**src/source/v33_pkg.sv**
```systemverilog
`default_nettype none

package v33_pkg;

    localparam int WORD_W = 16;
    localparam int BYTE_W = 8;

    // Only the flags this core still keeps
    typedef struct packed {
        logic s;
        logic z;
        logic ac;
        logic p;
        logic cy;
    } flags_t;

    // Low PSW byte is S Z 0 AC 0 P 1 CY, bit 1 always reads one
    localparam logic [BYTE_W-1:0] PSW_LOW_FIXED = 8'b0000_0010;

    typedef enum logic [2:0] {
        AW,
        CW,
        DW,
        BW,
        SP,
        BP,
        IX,
        IY
    } reg16_index_e;

    // Bit 2 picks the high half of AW..BW
    typedef enum logic [2:0] {
        AL,
        CL,
        DL,
        BL,
        AH,
        CH,
        DH,
        BH
    } reg8_index_e;

    // Same order as opcode bits 5:3
    typedef enum logic [2:0] {
        ALU_ADD,
        ALU_OR,
        ALU_ADC,
        ALU_SBB,
        ALU_AND,
        ALU_SUB,
        ALU_XOR,
        ALU_CMP
    } alu_op_e;

    typedef enum logic [2:0] {
        CLS_NOP,
        CLS_MOV_IMM,
        CLS_ALU,
        CLS_FLAG,
        CLS_CVT,
        CLS_PSW_AH,
        CLS_OUT
    } instr_class_e;

endpackage

`default_nettype wire

```
**src/source/alu_execute.sv**
```systemverilog
`timescale 1ns/1ps
`default_nettype none

module alu_execute (
    input  logic                       clk,
    input  logic                       reset,
    input  logic                       ex_valid,
    input  v33_pkg::instr_class_e      cls,
    input  v33_pkg::alu_op_e           alu_op,
    input  logic                       wide,
    input  logic [2:0]                 dst,
    input  logic [1:0]                 flag_op,
    input  logic [v33_pkg::WORD_W-1:0] opa,
    input  logic [v33_pkg::WORD_W-1:0] opb,
    input  logic [v33_pkg::WORD_W-1:0] port,
    output logic                       wb_en,
    output logic                       wb_wide,
    output logic [2:0]                 wb_dst,
    output logic [v33_pkg::WORD_W-1:0] wb_data,
    output logic                       io_write,
    output logic [v33_pkg::WORD_W-1:0] io_addr,
    output logic [v33_pkg::WORD_W-1:0] io_data
);
    import v33_pkg::*;

    flags_t flg;
    flags_t alu_flg;
    logic [WORD_W-1:0] a;
    logic [WORD_W-1:0] b;
    logic [WORD_W-1:0] res;
    logic [WORD_W-1:0] wb_next;
    logic [WORD_W:0] sum;
    logic [BYTE_W-1:0] psw_low;
    logic cin;
    logic is_sub;
    logic arith;
    logic carry;
    logic writes;

    assign a = wide ? opa : {{(WORD_W - BYTE_W){1'b0}}, opa[BYTE_W-1:0]};
    assign b = wide ? opb : {{(WORD_W - BYTE_W){1'b0}}, opb[BYTE_W-1:0]};
    assign is_sub = alu_op == ALU_SUB || alu_op == ALU_SBB || alu_op == ALU_CMP;
    assign cin = (alu_op == ALU_ADC || alu_op == ALU_SBB) && flg.cy;
    assign arith = !(alu_op == ALU_OR || alu_op == ALU_AND || alu_op == ALU_XOR);

    always_comb begin
        if (is_sub) begin
            sum = {1'b0, a} - {1'b0, b} - (WORD_W + 1)'(cin); // Top bit is the borrow
        end else begin
            sum = {1'b0, a} + {1'b0, b} + (WORD_W + 1)'(cin);
        end
        case (alu_op)
            ALU_OR: res = a | b;
            ALU_AND: res = a & b;
            ALU_XOR: res = a ^ b;
            default: res = sum[WORD_W-1:0];
        endcase
        if (!wide) begin
            res[WORD_W-1:BYTE_W] = '0;
        end
        carry = wide ? sum[WORD_W] : sum[BYTE_W];
        alu_flg.cy = arith && carry;
        alu_flg.ac = arith && (a[4] ^ b[4] ^ sum[4]); // Out of bit 3
        alu_flg.z = res == '0;
        alu_flg.s = wide ? res[WORD_W-1] : res[BYTE_W-1];
        alu_flg.p = ~^res[BYTE_W-1:0];
    end

    assign psw_low = PSW_LOW_FIXED
        | {flg.s, flg.z, 1'b0, flg.ac, 1'b0, flg.p, 1'b0, flg.cy};

    always_comb begin
        case (cls)
            CLS_MOV_IMM: wb_next = opb;
            CLS_CVT: begin
                if (flag_op[0]) begin
                    wb_next = {WORD_W{opa[WORD_W-1]}};
                end else begin
                    wb_next = {{BYTE_W{opa[BYTE_W-1]}}, opa[BYTE_W-1:0]};
                end
            end
            CLS_PSW_AH: wb_next = {psw_low, opa[BYTE_W-1:0]};
            default: wb_next = res;
        endcase
    end

    assign writes = cls == CLS_MOV_IMM || cls == CLS_CVT || cls == CLS_PSW_AH
        || (cls == CLS_ALU && alu_op != ALU_CMP);

    always_ff @(posedge clk) begin
        if (reset) begin
            wb_en <= 1'b0;
            io_write <= 1'b0;
            flg <= '0;
        end else begin
            wb_en <= ex_valid && writes;
            io_write <= ex_valid && cls == CLS_OUT;
            if (ex_valid && cls == CLS_ALU) begin
                flg <= alu_flg;
            end else if (ex_valid && cls == CLS_FLAG) begin
                flg.cy <= flag_op[1] ? flag_op[0] : !flg.cy; // SET1, CLR1 or NOT1
            end
        end
    end

    always_ff @(posedge clk) begin
        wb_wide <= wide;
        wb_dst <= dst;
        wb_data <= wb_next;
        io_addr <= port;
        io_data <= a; // Byte OUT gives AL zero-extended
    end

endmodule

`default_nettype wire

```
**src/source/instruction_decoder.sv**
```systemverilog
`timescale 1ns/1ps
`default_nettype none

module instruction_decoder #(
    parameter int QUEUE_DEPTH = 8
) (
    input  logic                         clk,
    input  logic                         reset,
    input  logic [v33_pkg::BYTE_W-1:0]   q0,
    input  logic [v33_pkg::BYTE_W-1:0]   q1,
    input  logic [v33_pkg::BYTE_W-1:0]   q2,
    input  logic [$clog2(QUEUE_DEPTH):0] q_len,
    output logic                         pop,
    output logic [1:0]                   pop_count,
    input  logic                         hold,
    output logic                         dec_valid,
    output v33_pkg::instr_class_e        cls,
    output v33_pkg::alu_op_e             alu_op,
    output logic                         wide,
    output logic [2:0]                   dst,
    output logic [2:0]                   src,
    output logic                         src_is_imm,
    output logic [v33_pkg::WORD_W-1:0]   imm,
    output logic [1:0]                   flag_op
);
    import v33_pkg::*;

    localparam int LEN_W = $clog2(QUEUE_DEPTH) + 1;

    instr_class_e n_cls;
    logic [1:0] n_len;
    logic n_wide;
    logic [2:0] n_dst;
    logic [2:0] n_src;
    logic n_imm_src;
    logic ready;

    // Length depends on q0 alone, so a short queue never misleads it
    always_comb begin
        n_cls = CLS_NOP;
        n_len = 2'd1;
        n_wide = q0[0];
        n_dst = q1[2:0];
        n_src = q1[5:3];
        n_imm_src = 1'b0;
        casez (q0)
            8'b00???0??: begin
                n_len = 2'd2;
                if (q1[7:6] == 2'b11) begin
                    n_cls = CLS_ALU; // Memory forms fall through as NOP
                end
                if (q0[1]) begin // d bit, reg field is the destination
                    n_dst = q1[5:3];
                    n_src = q1[2:0];
                end
            end
            8'b00???10?: begin
                n_cls = CLS_ALU;
                n_len = q0[0] ? 2'd3 : 2'd2;
                n_dst = 3'(AW); // AL in the byte form
                n_imm_src = 1'b1;
            end
            8'b1011????: begin
                n_cls = CLS_MOV_IMM;
                n_wide = q0[3];
                n_len = q0[3] ? 2'd3 : 2'd2;
                n_dst = q0[2:0];
                n_imm_src = 1'b1;
            end
            8'hf5, 8'hf8, 8'hf9: begin
                n_cls = CLS_FLAG;
            end
            8'h98, 8'h99: begin
                n_cls = CLS_CVT;
                n_wide = 1'b1;
                n_dst = q0[0] ? DW : AW; // CVTWL fills DW, CVTBW rewrites AW
            end
            8'h9f: begin
                n_cls = CLS_PSW_AH;
                n_wide = 1'b1;
                n_dst = AW;
            end
            8'he6, 8'he7: begin
                n_cls = CLS_OUT;
                n_len = 2'd2;
                n_imm_src = 1'b1;
            end
            8'hee, 8'hef: begin
                n_cls = CLS_OUT;
                n_src = DW;
            end
            default: begin
                n_cls = CLS_NOP;
            end
        endcase
    end

    assign ready = q_len >= LEN_W'(n_len);
    assign pop = ready && !hold;
    assign pop_count = n_len;

    always_ff @(posedge clk) begin
        if (reset) begin
            dec_valid <= 1'b0;
        end else if (!hold) begin
            dec_valid <= ready;
        end
    end

    always_ff @(posedge clk) begin
        if (pop) begin
            cls <= n_cls;
            alu_op <= alu_op_e'(q0[5:3]);
            wide <= n_wide;
            dst <= n_dst;
            src <= n_src;
            src_is_imm <= n_imm_src;
            imm <= (n_len == 2'd3) ? {q2, q1} : {{(WORD_W - BYTE_W){1'b0}}, q1};
            // Bits 3 and 0 tell F5/F8/F9 and 98/99 apart
            flag_op <= {q0[3], q0[0]};
        end
    end

endmodule

`default_nettype wire

```
**src/source/operand_stage.sv**
```systemverilog
`timescale 1ns/1ps
`default_nettype none

module operand_stage (
    input  logic                       clk,
    input  logic                       reset,
    input  logic                       dec_valid,
    input  v33_pkg::instr_class_e      cls,
    input  v33_pkg::alu_op_e           alu_op,
    input  logic                       wide,
    input  logic [2:0]                 dst,
    input  logic [2:0]                 src,
    input  logic                       src_is_imm,
    input  logic [v33_pkg::WORD_W-1:0] imm,
    input  logic [1:0]                 flag_op,
    output logic                       hold,
    output logic                       ex_valid,
    output v33_pkg::instr_class_e      ex_cls,
    output v33_pkg::alu_op_e           ex_alu_op,
    output logic                       ex_wide,
    output logic [2:0]                 ex_dst,
    output logic [1:0]                 ex_flag_op,
    output logic [v33_pkg::WORD_W-1:0] opa,
    output logic [v33_pkg::WORD_W-1:0] opb,
    output logic [v33_pkg::WORD_W-1:0] port,
    input  logic                       wb_en,
    input  logic                       wb_wide,
    input  logic [2:0]                 wb_dst,
    input  logic [v33_pkg::WORD_W-1:0] wb_data
);
    import v33_pkg::*;

    logic [WORD_W-1:0] regs [8];
    logic [2:0] rd_a;
    logic [2:0] rd_b;
    logic [2:0] ex_word;
    logic [2:0] wb_word;
    logic rd_a_en;
    logic rd_b_en;
    logic ex_writes;
    logic hit_ex;
    logic hit_wb;

    // Word register holding a byte or word index
    function automatic logic [2:0] word_of(input logic [2:0] idx, input logic w);
        return w ? idx : {1'b0, idx[1:0]};
    endfunction

    function automatic logic [WORD_W-1:0] read_op(input logic [2:0] idx, input logic w);
        logic [WORD_W-1:0] r;
        r = regs[word_of(idx, w)];
        if (w) begin
            return r;
        end
        return {{(WORD_W - BYTE_W){1'b0}}, idx[2] ? r[WORD_W-1:BYTE_W] : r[BYTE_W-1:0]};
    endfunction

    // Registers the decoded instruction reads
    assign rd_a = (cls == CLS_ALU) ? word_of(dst, wide) : 3'(AW);
    assign rd_a_en = cls == CLS_ALU || cls == CLS_CVT || cls == CLS_PSW_AH || cls == CLS_OUT;
    assign rd_b = word_of(src, wide);
    assign rd_b_en = !src_is_imm && (cls == CLS_ALU || cls == CLS_OUT);

    assign ex_word = word_of(ex_dst, ex_wide);
    assign wb_word = word_of(wb_dst, wb_wide);
    assign ex_writes = ex_valid && (ex_cls == CLS_MOV_IMM || ex_cls == CLS_CVT
        || ex_cls == CLS_PSW_AH || (ex_cls == CLS_ALU && ex_alu_op != ALU_CMP));

    assign hit_ex = ex_writes && ((rd_a_en && rd_a == ex_word) || (rd_b_en && rd_b == ex_word));
    assign hit_wb = wb_en && ((rd_a_en && rd_a == wb_word) || (rd_b_en && rd_b == wb_word));

    // Back-to-back OUTs get a bubble so each strobe stands alone
    assign hold = dec_valid
        && (hit_ex || hit_wb || (cls == CLS_OUT && ex_valid && ex_cls == CLS_OUT));

    always_ff @(posedge clk) begin
        if (reset) begin
            for (int i = 0; i < 8; i++) begin
                regs[i] <= '0;
            end
        end else if (wb_en) begin
            if (wb_wide) begin
                regs[wb_dst] <= wb_data;
            end else if (wb_dst[2]) begin
                regs[wb_word][WORD_W-1:BYTE_W] <= wb_data[BYTE_W-1:0];
            end else begin
                regs[wb_word][BYTE_W-1:0] <= wb_data[BYTE_W-1:0];
            end
        end
    end

    always_ff @(posedge clk) begin
        if (reset) begin
            ex_valid <= 1'b0;
        end else begin
            ex_valid <= dec_valid && !hold; // Bubble while stalled
        end
    end

    always_ff @(posedge clk) begin
        ex_cls <= cls;
        ex_alu_op <= alu_op;
        ex_wide <= wide;
        ex_dst <= dst;
        ex_flag_op <= flag_op;
        opa <= (cls == CLS_ALU) ? read_op(dst, wide) : regs[AW]; // AW for CVT, PSW and OUT
        opb <= src_is_imm ? imm : read_op(src, wide);
        port <= src_is_imm ? imm : regs[DW];
    end

endmodule

`default_nettype wire

```
**src/source/prefetch_queue.sv**
```systemverilog
`timescale 1ns/1ps
`default_nettype none

module prefetch_queue #(
    parameter int QUEUE_DEPTH = 8
) (
    input  logic                         clk,
    input  logic                         reset,
    input  logic [v33_pkg::BYTE_W-1:0]   code_byte,
    input  logic                         code_valid,
    output logic                         code_req,
    output logic [v33_pkg::BYTE_W-1:0]   q0,
    output logic [v33_pkg::BYTE_W-1:0]   q1,
    output logic [v33_pkg::BYTE_W-1:0]   q2,
    output logic [$clog2(QUEUE_DEPTH):0] q_len,
    input  logic                         pop,
    input  logic [1:0]                   pop_count
);
    import v33_pkg::*;

    localparam int PTR_W = $clog2(QUEUE_DEPTH);
    localparam logic [PTR_W:0] FULL = (PTR_W + 1)'(QUEUE_DEPTH);

    logic [BYTE_W-1:0] mem [QUEUE_DEPTH];
    logic [PTR_W-1:0] head;
    logic [PTR_W-1:0] tail;
    logic [PTR_W:0] count;
    logic [PTR_W:0] pop_n;
    logic push;

    assign code_req = count < FULL;
    assign push = code_valid && code_req;
    assign pop_n = pop ? (PTR_W + 1)'(pop_count) : '0;

    // Pointers wrap on their own since the depth is a power of two
    assign q0 = mem[head];
    assign q1 = mem[head + PTR_W'(1)];
    assign q2 = mem[head + PTR_W'(2)];
    assign q_len = count;

    always_ff @(posedge clk) begin
        if (push) begin
            mem[tail] <= code_byte;
        end
    end

    always_ff @(posedge clk) begin
        if (reset) begin
            head <= '0;
            tail <= '0;
            count <= '0;
        end else begin
            if (push) begin
                tail <= tail + PTR_W'(1);
            end
            if (pop) begin
                head <= head + PTR_W'(pop_count);
            end
            count <= count + (PTR_W + 1)'(push) - pop_n; // Push and pop may overlap
        end
    end

endmodule

`default_nettype wire

```
**src/source/v33_exec_core.sv**
```systemverilog
`timescale 1ns/1ps
`default_nettype none

module v33_exec_core #(
    parameter int QUEUE_DEPTH = 8
) (
    input  logic                       clk,
    input  logic                       reset,
    input  logic [v33_pkg::BYTE_W-1:0] code_byte,
    input  logic                       code_valid,
    output logic                       code_req,
    output logic                       io_write,
    output logic [v33_pkg::WORD_W-1:0] io_addr,
    output logic [v33_pkg::WORD_W-1:0] io_data
);
    import v33_pkg::*;

    logic [BYTE_W-1:0] q0;
    logic [BYTE_W-1:0] q1;
    logic [BYTE_W-1:0] q2;
    logic [$clog2(QUEUE_DEPTH):0] q_len;
    logic pop;
    logic [1:0] pop_count;

    logic hold;
    logic dec_valid;
    instr_class_e dec_cls;
    alu_op_e dec_alu_op;
    logic dec_wide;
    logic [2:0] dec_dst;
    logic [2:0] dec_src;
    logic dec_src_is_imm;
    logic [WORD_W-1:0] dec_imm;
    logic [1:0] dec_flag_op;

    logic ex_valid;
    instr_class_e ex_cls;
    alu_op_e ex_alu_op;
    logic ex_wide;
    logic [2:0] ex_dst;
    logic [1:0] ex_flag_op;
    logic [WORD_W-1:0] opa;
    logic [WORD_W-1:0] opb;
    logic [WORD_W-1:0] port;

    logic wb_en;
    logic wb_wide;
    logic [2:0] wb_dst;
    logic [WORD_W-1:0] wb_data;

    prefetch_queue #(
        .QUEUE_DEPTH(QUEUE_DEPTH)
    ) u_queue (
        .clk        (clk),
        .reset      (reset),
        .code_byte  (code_byte),
        .code_valid (code_valid),
        .code_req   (code_req),
        .q0         (q0),
        .q1         (q1),
        .q2         (q2),
        .q_len      (q_len),
        .pop        (pop),
        .pop_count  (pop_count)
    );

    instruction_decoder #(
        .QUEUE_DEPTH(QUEUE_DEPTH)
    ) u_decoder (
        .clk        (clk),
        .reset      (reset),
        .q0         (q0),
        .q1         (q1),
        .q2         (q2),
        .q_len      (q_len),
        .pop        (pop),
        .pop_count  (pop_count),
        .hold       (hold),
        .dec_valid  (dec_valid),
        .cls        (dec_cls),
        .alu_op     (dec_alu_op),
        .wide       (dec_wide),
        .dst        (dec_dst),
        .src        (dec_src),
        .src_is_imm (dec_src_is_imm),
        .imm        (dec_imm),
        .flag_op    (dec_flag_op)
    );

    operand_stage u_operand (
        .clk        (clk),
        .reset      (reset),
        .dec_valid  (dec_valid),
        .cls        (dec_cls),
        .alu_op     (dec_alu_op),
        .wide       (dec_wide),
        .dst        (dec_dst),
        .src        (dec_src),
        .src_is_imm (dec_src_is_imm),
        .imm        (dec_imm),
        .flag_op    (dec_flag_op),
        .hold       (hold),
        .ex_valid   (ex_valid),
        .ex_cls     (ex_cls),
        .ex_alu_op  (ex_alu_op),
        .ex_wide    (ex_wide),
        .ex_dst     (ex_dst),
        .ex_flag_op (ex_flag_op),
        .opa        (opa),
        .opb        (opb),
        .port       (port),
        .wb_en      (wb_en),
        .wb_wide    (wb_wide),
        .wb_dst     (wb_dst),
        .wb_data    (wb_data)
    );

    alu_execute u_execute (
        .clk      (clk),
        .reset    (reset),
        .ex_valid (ex_valid),
        .cls      (ex_cls),
        .alu_op   (ex_alu_op),
        .wide     (ex_wide),
        .dst      (ex_dst),
        .flag_op  (ex_flag_op),
        .opa      (opa),
        .opb      (opb),
        .port     (port),
        .wb_en    (wb_en),
        .wb_wide  (wb_wide),
        .wb_dst   (wb_dst),
        .wb_data  (wb_data),
        .io_write (io_write),
        .io_addr  (io_addr),
        .io_data  (io_data)
    );

endmodule

`default_nettype wire

```
**config.mk**
```make
export PLATFORM = sky130hd
export DESIGN_NAME = v33_exec_core
export DESIGN_NICKNAME = d
export VERILOG_FILES = /design/src/source/v33_pkg.sv /design/src/source/alu_execute.sv /design/src/source/instruction_decoder.sv /design/src/source/operand_stage.sv /design/src/source/prefetch_queue.sv /design/src/source/v33_exec_core.sv
export SDC_FILE = /design/constraint.sdc
export NUM_CORES = 1
export LEC_CHECK = 0
export ABC_AREA = 1
export BUFFER_PORTS_ARGS = -buffer_cell sky130_fd_sc_hd__buf_4
export CORE_ASPECT_RATIO = 0.8
export CORE_MARGIN = 2
export CORE_UTILIZATION = 63
export CTS_CLUSTER_SIZE = 40
export DETAILED_ROUTE_END_ITERATION = 12
export PLACE_DENSITY = 0.8
export SYNTH_ARGS = -nofsm -noshare
export SYNTH_HDL_FRONTEND = slang
export SYNTH_SLANG_ARGS = --single-unit
```
**constraint.sdc**
```tcl
create_clock -name clk -period 5.4 [get_ports clk]
set_clock_uncertainty 0.15 [all_clocks]
set_input_delay 0.54 -clock clk [delete_from_list [all_inputs] [get_ports clk]]
set_output_delay 0.54 -clock clk [all_outputs]
set_load 0.02 [all_outputs]
```
==> metrics.md <==
| Metric | Value |
|---|---|
| Max clock buf depth | 3 |
| Final critical-path share of the clock period | 85.1% |
| # diodes | 0 |
| Fraction of synthesis flops using an asynchronous set or reset pin | 0% |
| FF+latch count, synth | 356 |
| Share of synthesized area occupied by flip-flops and latches | 47.7% |
| Fraction of final layout cells with drive strength greater than 1 | 6.92% |
| Routed vias | 17648 |
| Endpoint of the worst hold path | u_queue.mem[7][1] |
| Net count after synthesis | 2526 |
| Most Frequent Cell on Critical Path | inv_1 |
| Worst hold path class | input pin to flip-flop |
| Drt via density | 6.15 |
| Worst relative slew slack | 27.9% |
| Critical Setup Path Class | flip-flop to flip-flop |
| Reg clk slew, reported paths | 60 ps |
| Initial antenna violation count | 0 |
| Worst vdd ir | 0.396 mV |
| Largest net degree at the start of global routing | 81 |
| Dominant cells by area after synthesis | edfxtp_1, dfxtp_1, nand2_1 |
| Leakage power | 9.22 nW |
| Internal power | 7.79 mW |
| Fmax achieved | 0.218 GHz |
| Clock tree sinks | 356 |
| Fraction of post-synthesis cell area in the top cell type by area | 34.1% |
| Residual antenna-violating net count after detailed routing | 0 |
| Net count, final | 2524 |
| Critical register-to-register path endpoint | u_queue.q_len[2] |
| Width of the die | 201 um |
| Number of hold-repair buffers added at the cts stage | 0 |
| Cells on Worst Hold Path | 1 |
| Via count of the first global-routing pass | 16077 |
| Standard-cell row count | 57 |
| Kind of start point of the critical path | flip-flop |
| Share of total power consumed by net switching | 49.4% |
| Buffers added on ports | 44 |
| Required time at the endpoint of the critical path | 5680 ps |
| Critical Path End Type | flip-flop |
| Synthesis Warnings | 0 |
| Minimum clock period | 4600 ps |
| Iter 0 DRT Violations | 2453 |
| Netlist area before placement | 0.0196 mm^2 |
| Quantity of gates resized following cts | 0 |
| Total Wirelength | 57500 um |
| Routed length per placed instance | 20.0 um |
| Number of pins exceeding their max-slew limit in the final report | 0 |
| Data arrival time of the worst path | 4880 ps |
| Commonest register cell after synthesis | edfxtp_1 |
| Final weighted congestion in routability-driven placement | 1.01 |
| TritonCTS clock tree | yes |
| Core Region | 0.0305 mm^2 |
| Result of the run | finished, final reports clean |
| Number of ports placed on the die boundary | 45 |
| Sequential group share of total power | 27.4% |
| Logic gate share of total power | 56.2% |
| Flop2flop setup slack | 800 ps |
| Unrepaired setup endpoints after global routing | no |
| Number of instances in the synthesized netlist | 2431 |
| Slew @ Worst Pin | 1080 ps |
| Top cells by instance count after synthesis | nand2_1, nor2_1, o21ai_0 |
| Total power per unit cell area | 721 mW/mm^2 |
| Slowest-stage cell, CP | fa_1 |
| Final setup TNS | 0 ps |
| Depth of the CTS H-tree | 2 |
| Final standard cell count with taps included and fillers excluded | 2869 |
| Part of the total power dissipated in the clock network | 16.4% |
| Global-route usage over all layers | 34.9% |
| Mean cell area of the mapped netlist | 8.07 um^2 |
| Final Total Pwr | 15.4 mW |
| Cell variety after synth | 48 |
| Crit Path Max Fanout | 46 |
| Total of max-cap violations | 0 |
| HP Start | code_byte[1] |
| 1st-pass router iterations | 9 |
| HPWL reported at the end of detailed placement | 41500 um |
| Depth of the worst register-to-register path | 28 |
| Final number of setup-violating endpoints | 0 |
| Die height | 162 um |
| Post-Place Cells | 2805 |
| Area growth, synth to finish | 8.78% |
| Most numerous cell in the Yosys netlist | nand2_1 |
| Synth area leader | edfxtp_1 |
| Final count of hold timing violations | 0 |
| Source-to-sink clock delay at the later pin of the worst-skew pair | 540 ps |
| CP peak stage delay | 440 ps |
| Global-route wire length before repair | 88600 um |
| Initial standard-cell utilization of the core | 64.3% |
| Remaining DRCs | 0 |
| Residual overflow from global routing | 0 |
| Buffer type at the clock tree root | clkbuf_16 |
| Area of the die | 0.0326 mm^2 |
| Number of CTS-inserted buffers | 35 |
| Net switching power figure | 7.60 mW |
| Post-synth EDFFs | 223 |
| Postcts setup bufs | 0 |
## area by class of cell
| type | instances | area [um^2] |
|---|---|---|
| tap | 413 | 517 |
| clock buffer | 50 | 973 |
| multi-input combinational | 1649 | 8600 |
| clock inverter | 14 | 201 |
| inverter | 326 | 1230 |
| timing repair buffer | 61 | 458 |
| sequential | 356 | 9360 |
| fill | 2453 | 9180 |
## per-stage QoR
stage               utilization [%]  instance area [um^2]  worst slack [ps]  hold WS (ps)
floorplan                         -                 19600               873           160
global placement               66.1                 20200              1120           161
detailed placement             66.1                 20200               907           162
CTS                            69.9                 21300               846          66.6
global route                   69.9                 21300               390          78.1
finish                         69.9                 21300               803          74.2
## kinds of logic after synthesis
| group | synth area share [%] |
|---|---|
| AOI/OAI and AO/OA | 18.7 |
| and+or+nand+nor | 18.5 |
| xor gates and xnor gates | 0.931 |
| DFF | 47.7 |
| buffers and inverters | 8.51 |
| adders and majority gates | 5.59 |
## per-layer routing
metal / part of all wire [%] / global-route usage [%] / up-vias
met3: 12 / 7.16 / 157
met5: 0 / 0 / -
met1: 40 / 49.4 / 8150
met4: 3.4 / 13.0 / 0
met2: 44 / 53.3 / 1170
li1: - / - / 8171
## critical path, delay by kind of cell, from the launching register on
family	cells	cell delay [ps]
buf+inv	7	790
fa+ha+maj	4	1130
flops	1	330
compound gates	6	840
xor+xnor	1	140
simple gates	10	1080
## worst max path at each step
stage / slack [ps] / depth (start not counted) / end / from
finish: 800 / 28 / u_queue.q_len[2] / flip-flop
CTS: 850 / 28 / u_queue.q_len[2] / flip-flop
global route: 390 / 28 / u_queue.q_len[2] / flip-flop
floorplan: 870 / 28 / u_queue.q_len[3] / flip-flop
detailed placement: 910 / 28 / u_queue.q_len[2] / flip-flop
global placement: 1120 / 28 / u_queue.q_len[2] / flip-flop
## power groups by stage
stage	combinational, mW	sequential, mW	clock [mW]
2_1_floorplan	6.05	4.08	0
3_3_place_gp	8.11	4.22	0
3_5_place_dp	8.35	4.24	0
4_1_cts	8.41	4.19	2.53
5_1_grt	9.52	4.25	2.63
6_report	8.65	4.21	2.53
## layout by cell type, fill, tap and decap left out, types with 15 or more instances in the layout
cell type,netlist,routed
edfxtp_1,223,223
o21ai_0,295,295
nor2_1,301,301
dfxtp_1,133,133
buf_4,1,61
ha_1,78,78
inv_2,13,15
o22ai_1,33,33
clkinv_1,15,17
o21ai_1,21,21
clkbuf_16,0,36
nand4_1,25,25
o221ai_1,17,17
nand3_1,81,81
inv_1,294,292
nand2_1,451,451
o211ai_1,25,25
a21oi_1,200,200
## state kept, by name, indices dropped and copies added, names as in the netlist, 4 cells and up, named ones only
name,cells
u_queue.mem,64
u_operand.port,16
u_operand.opb,16
u_queue.q_len,4
u_execute.io_addr,16
u_execute.wb_data,16
u_decoder.imm,16
u_execute.flg,5
u_execute.io_data,16
u_operand.opa,16
u_operand.regs,128
No activity file was read; power rests on OpenSTA's default activity.
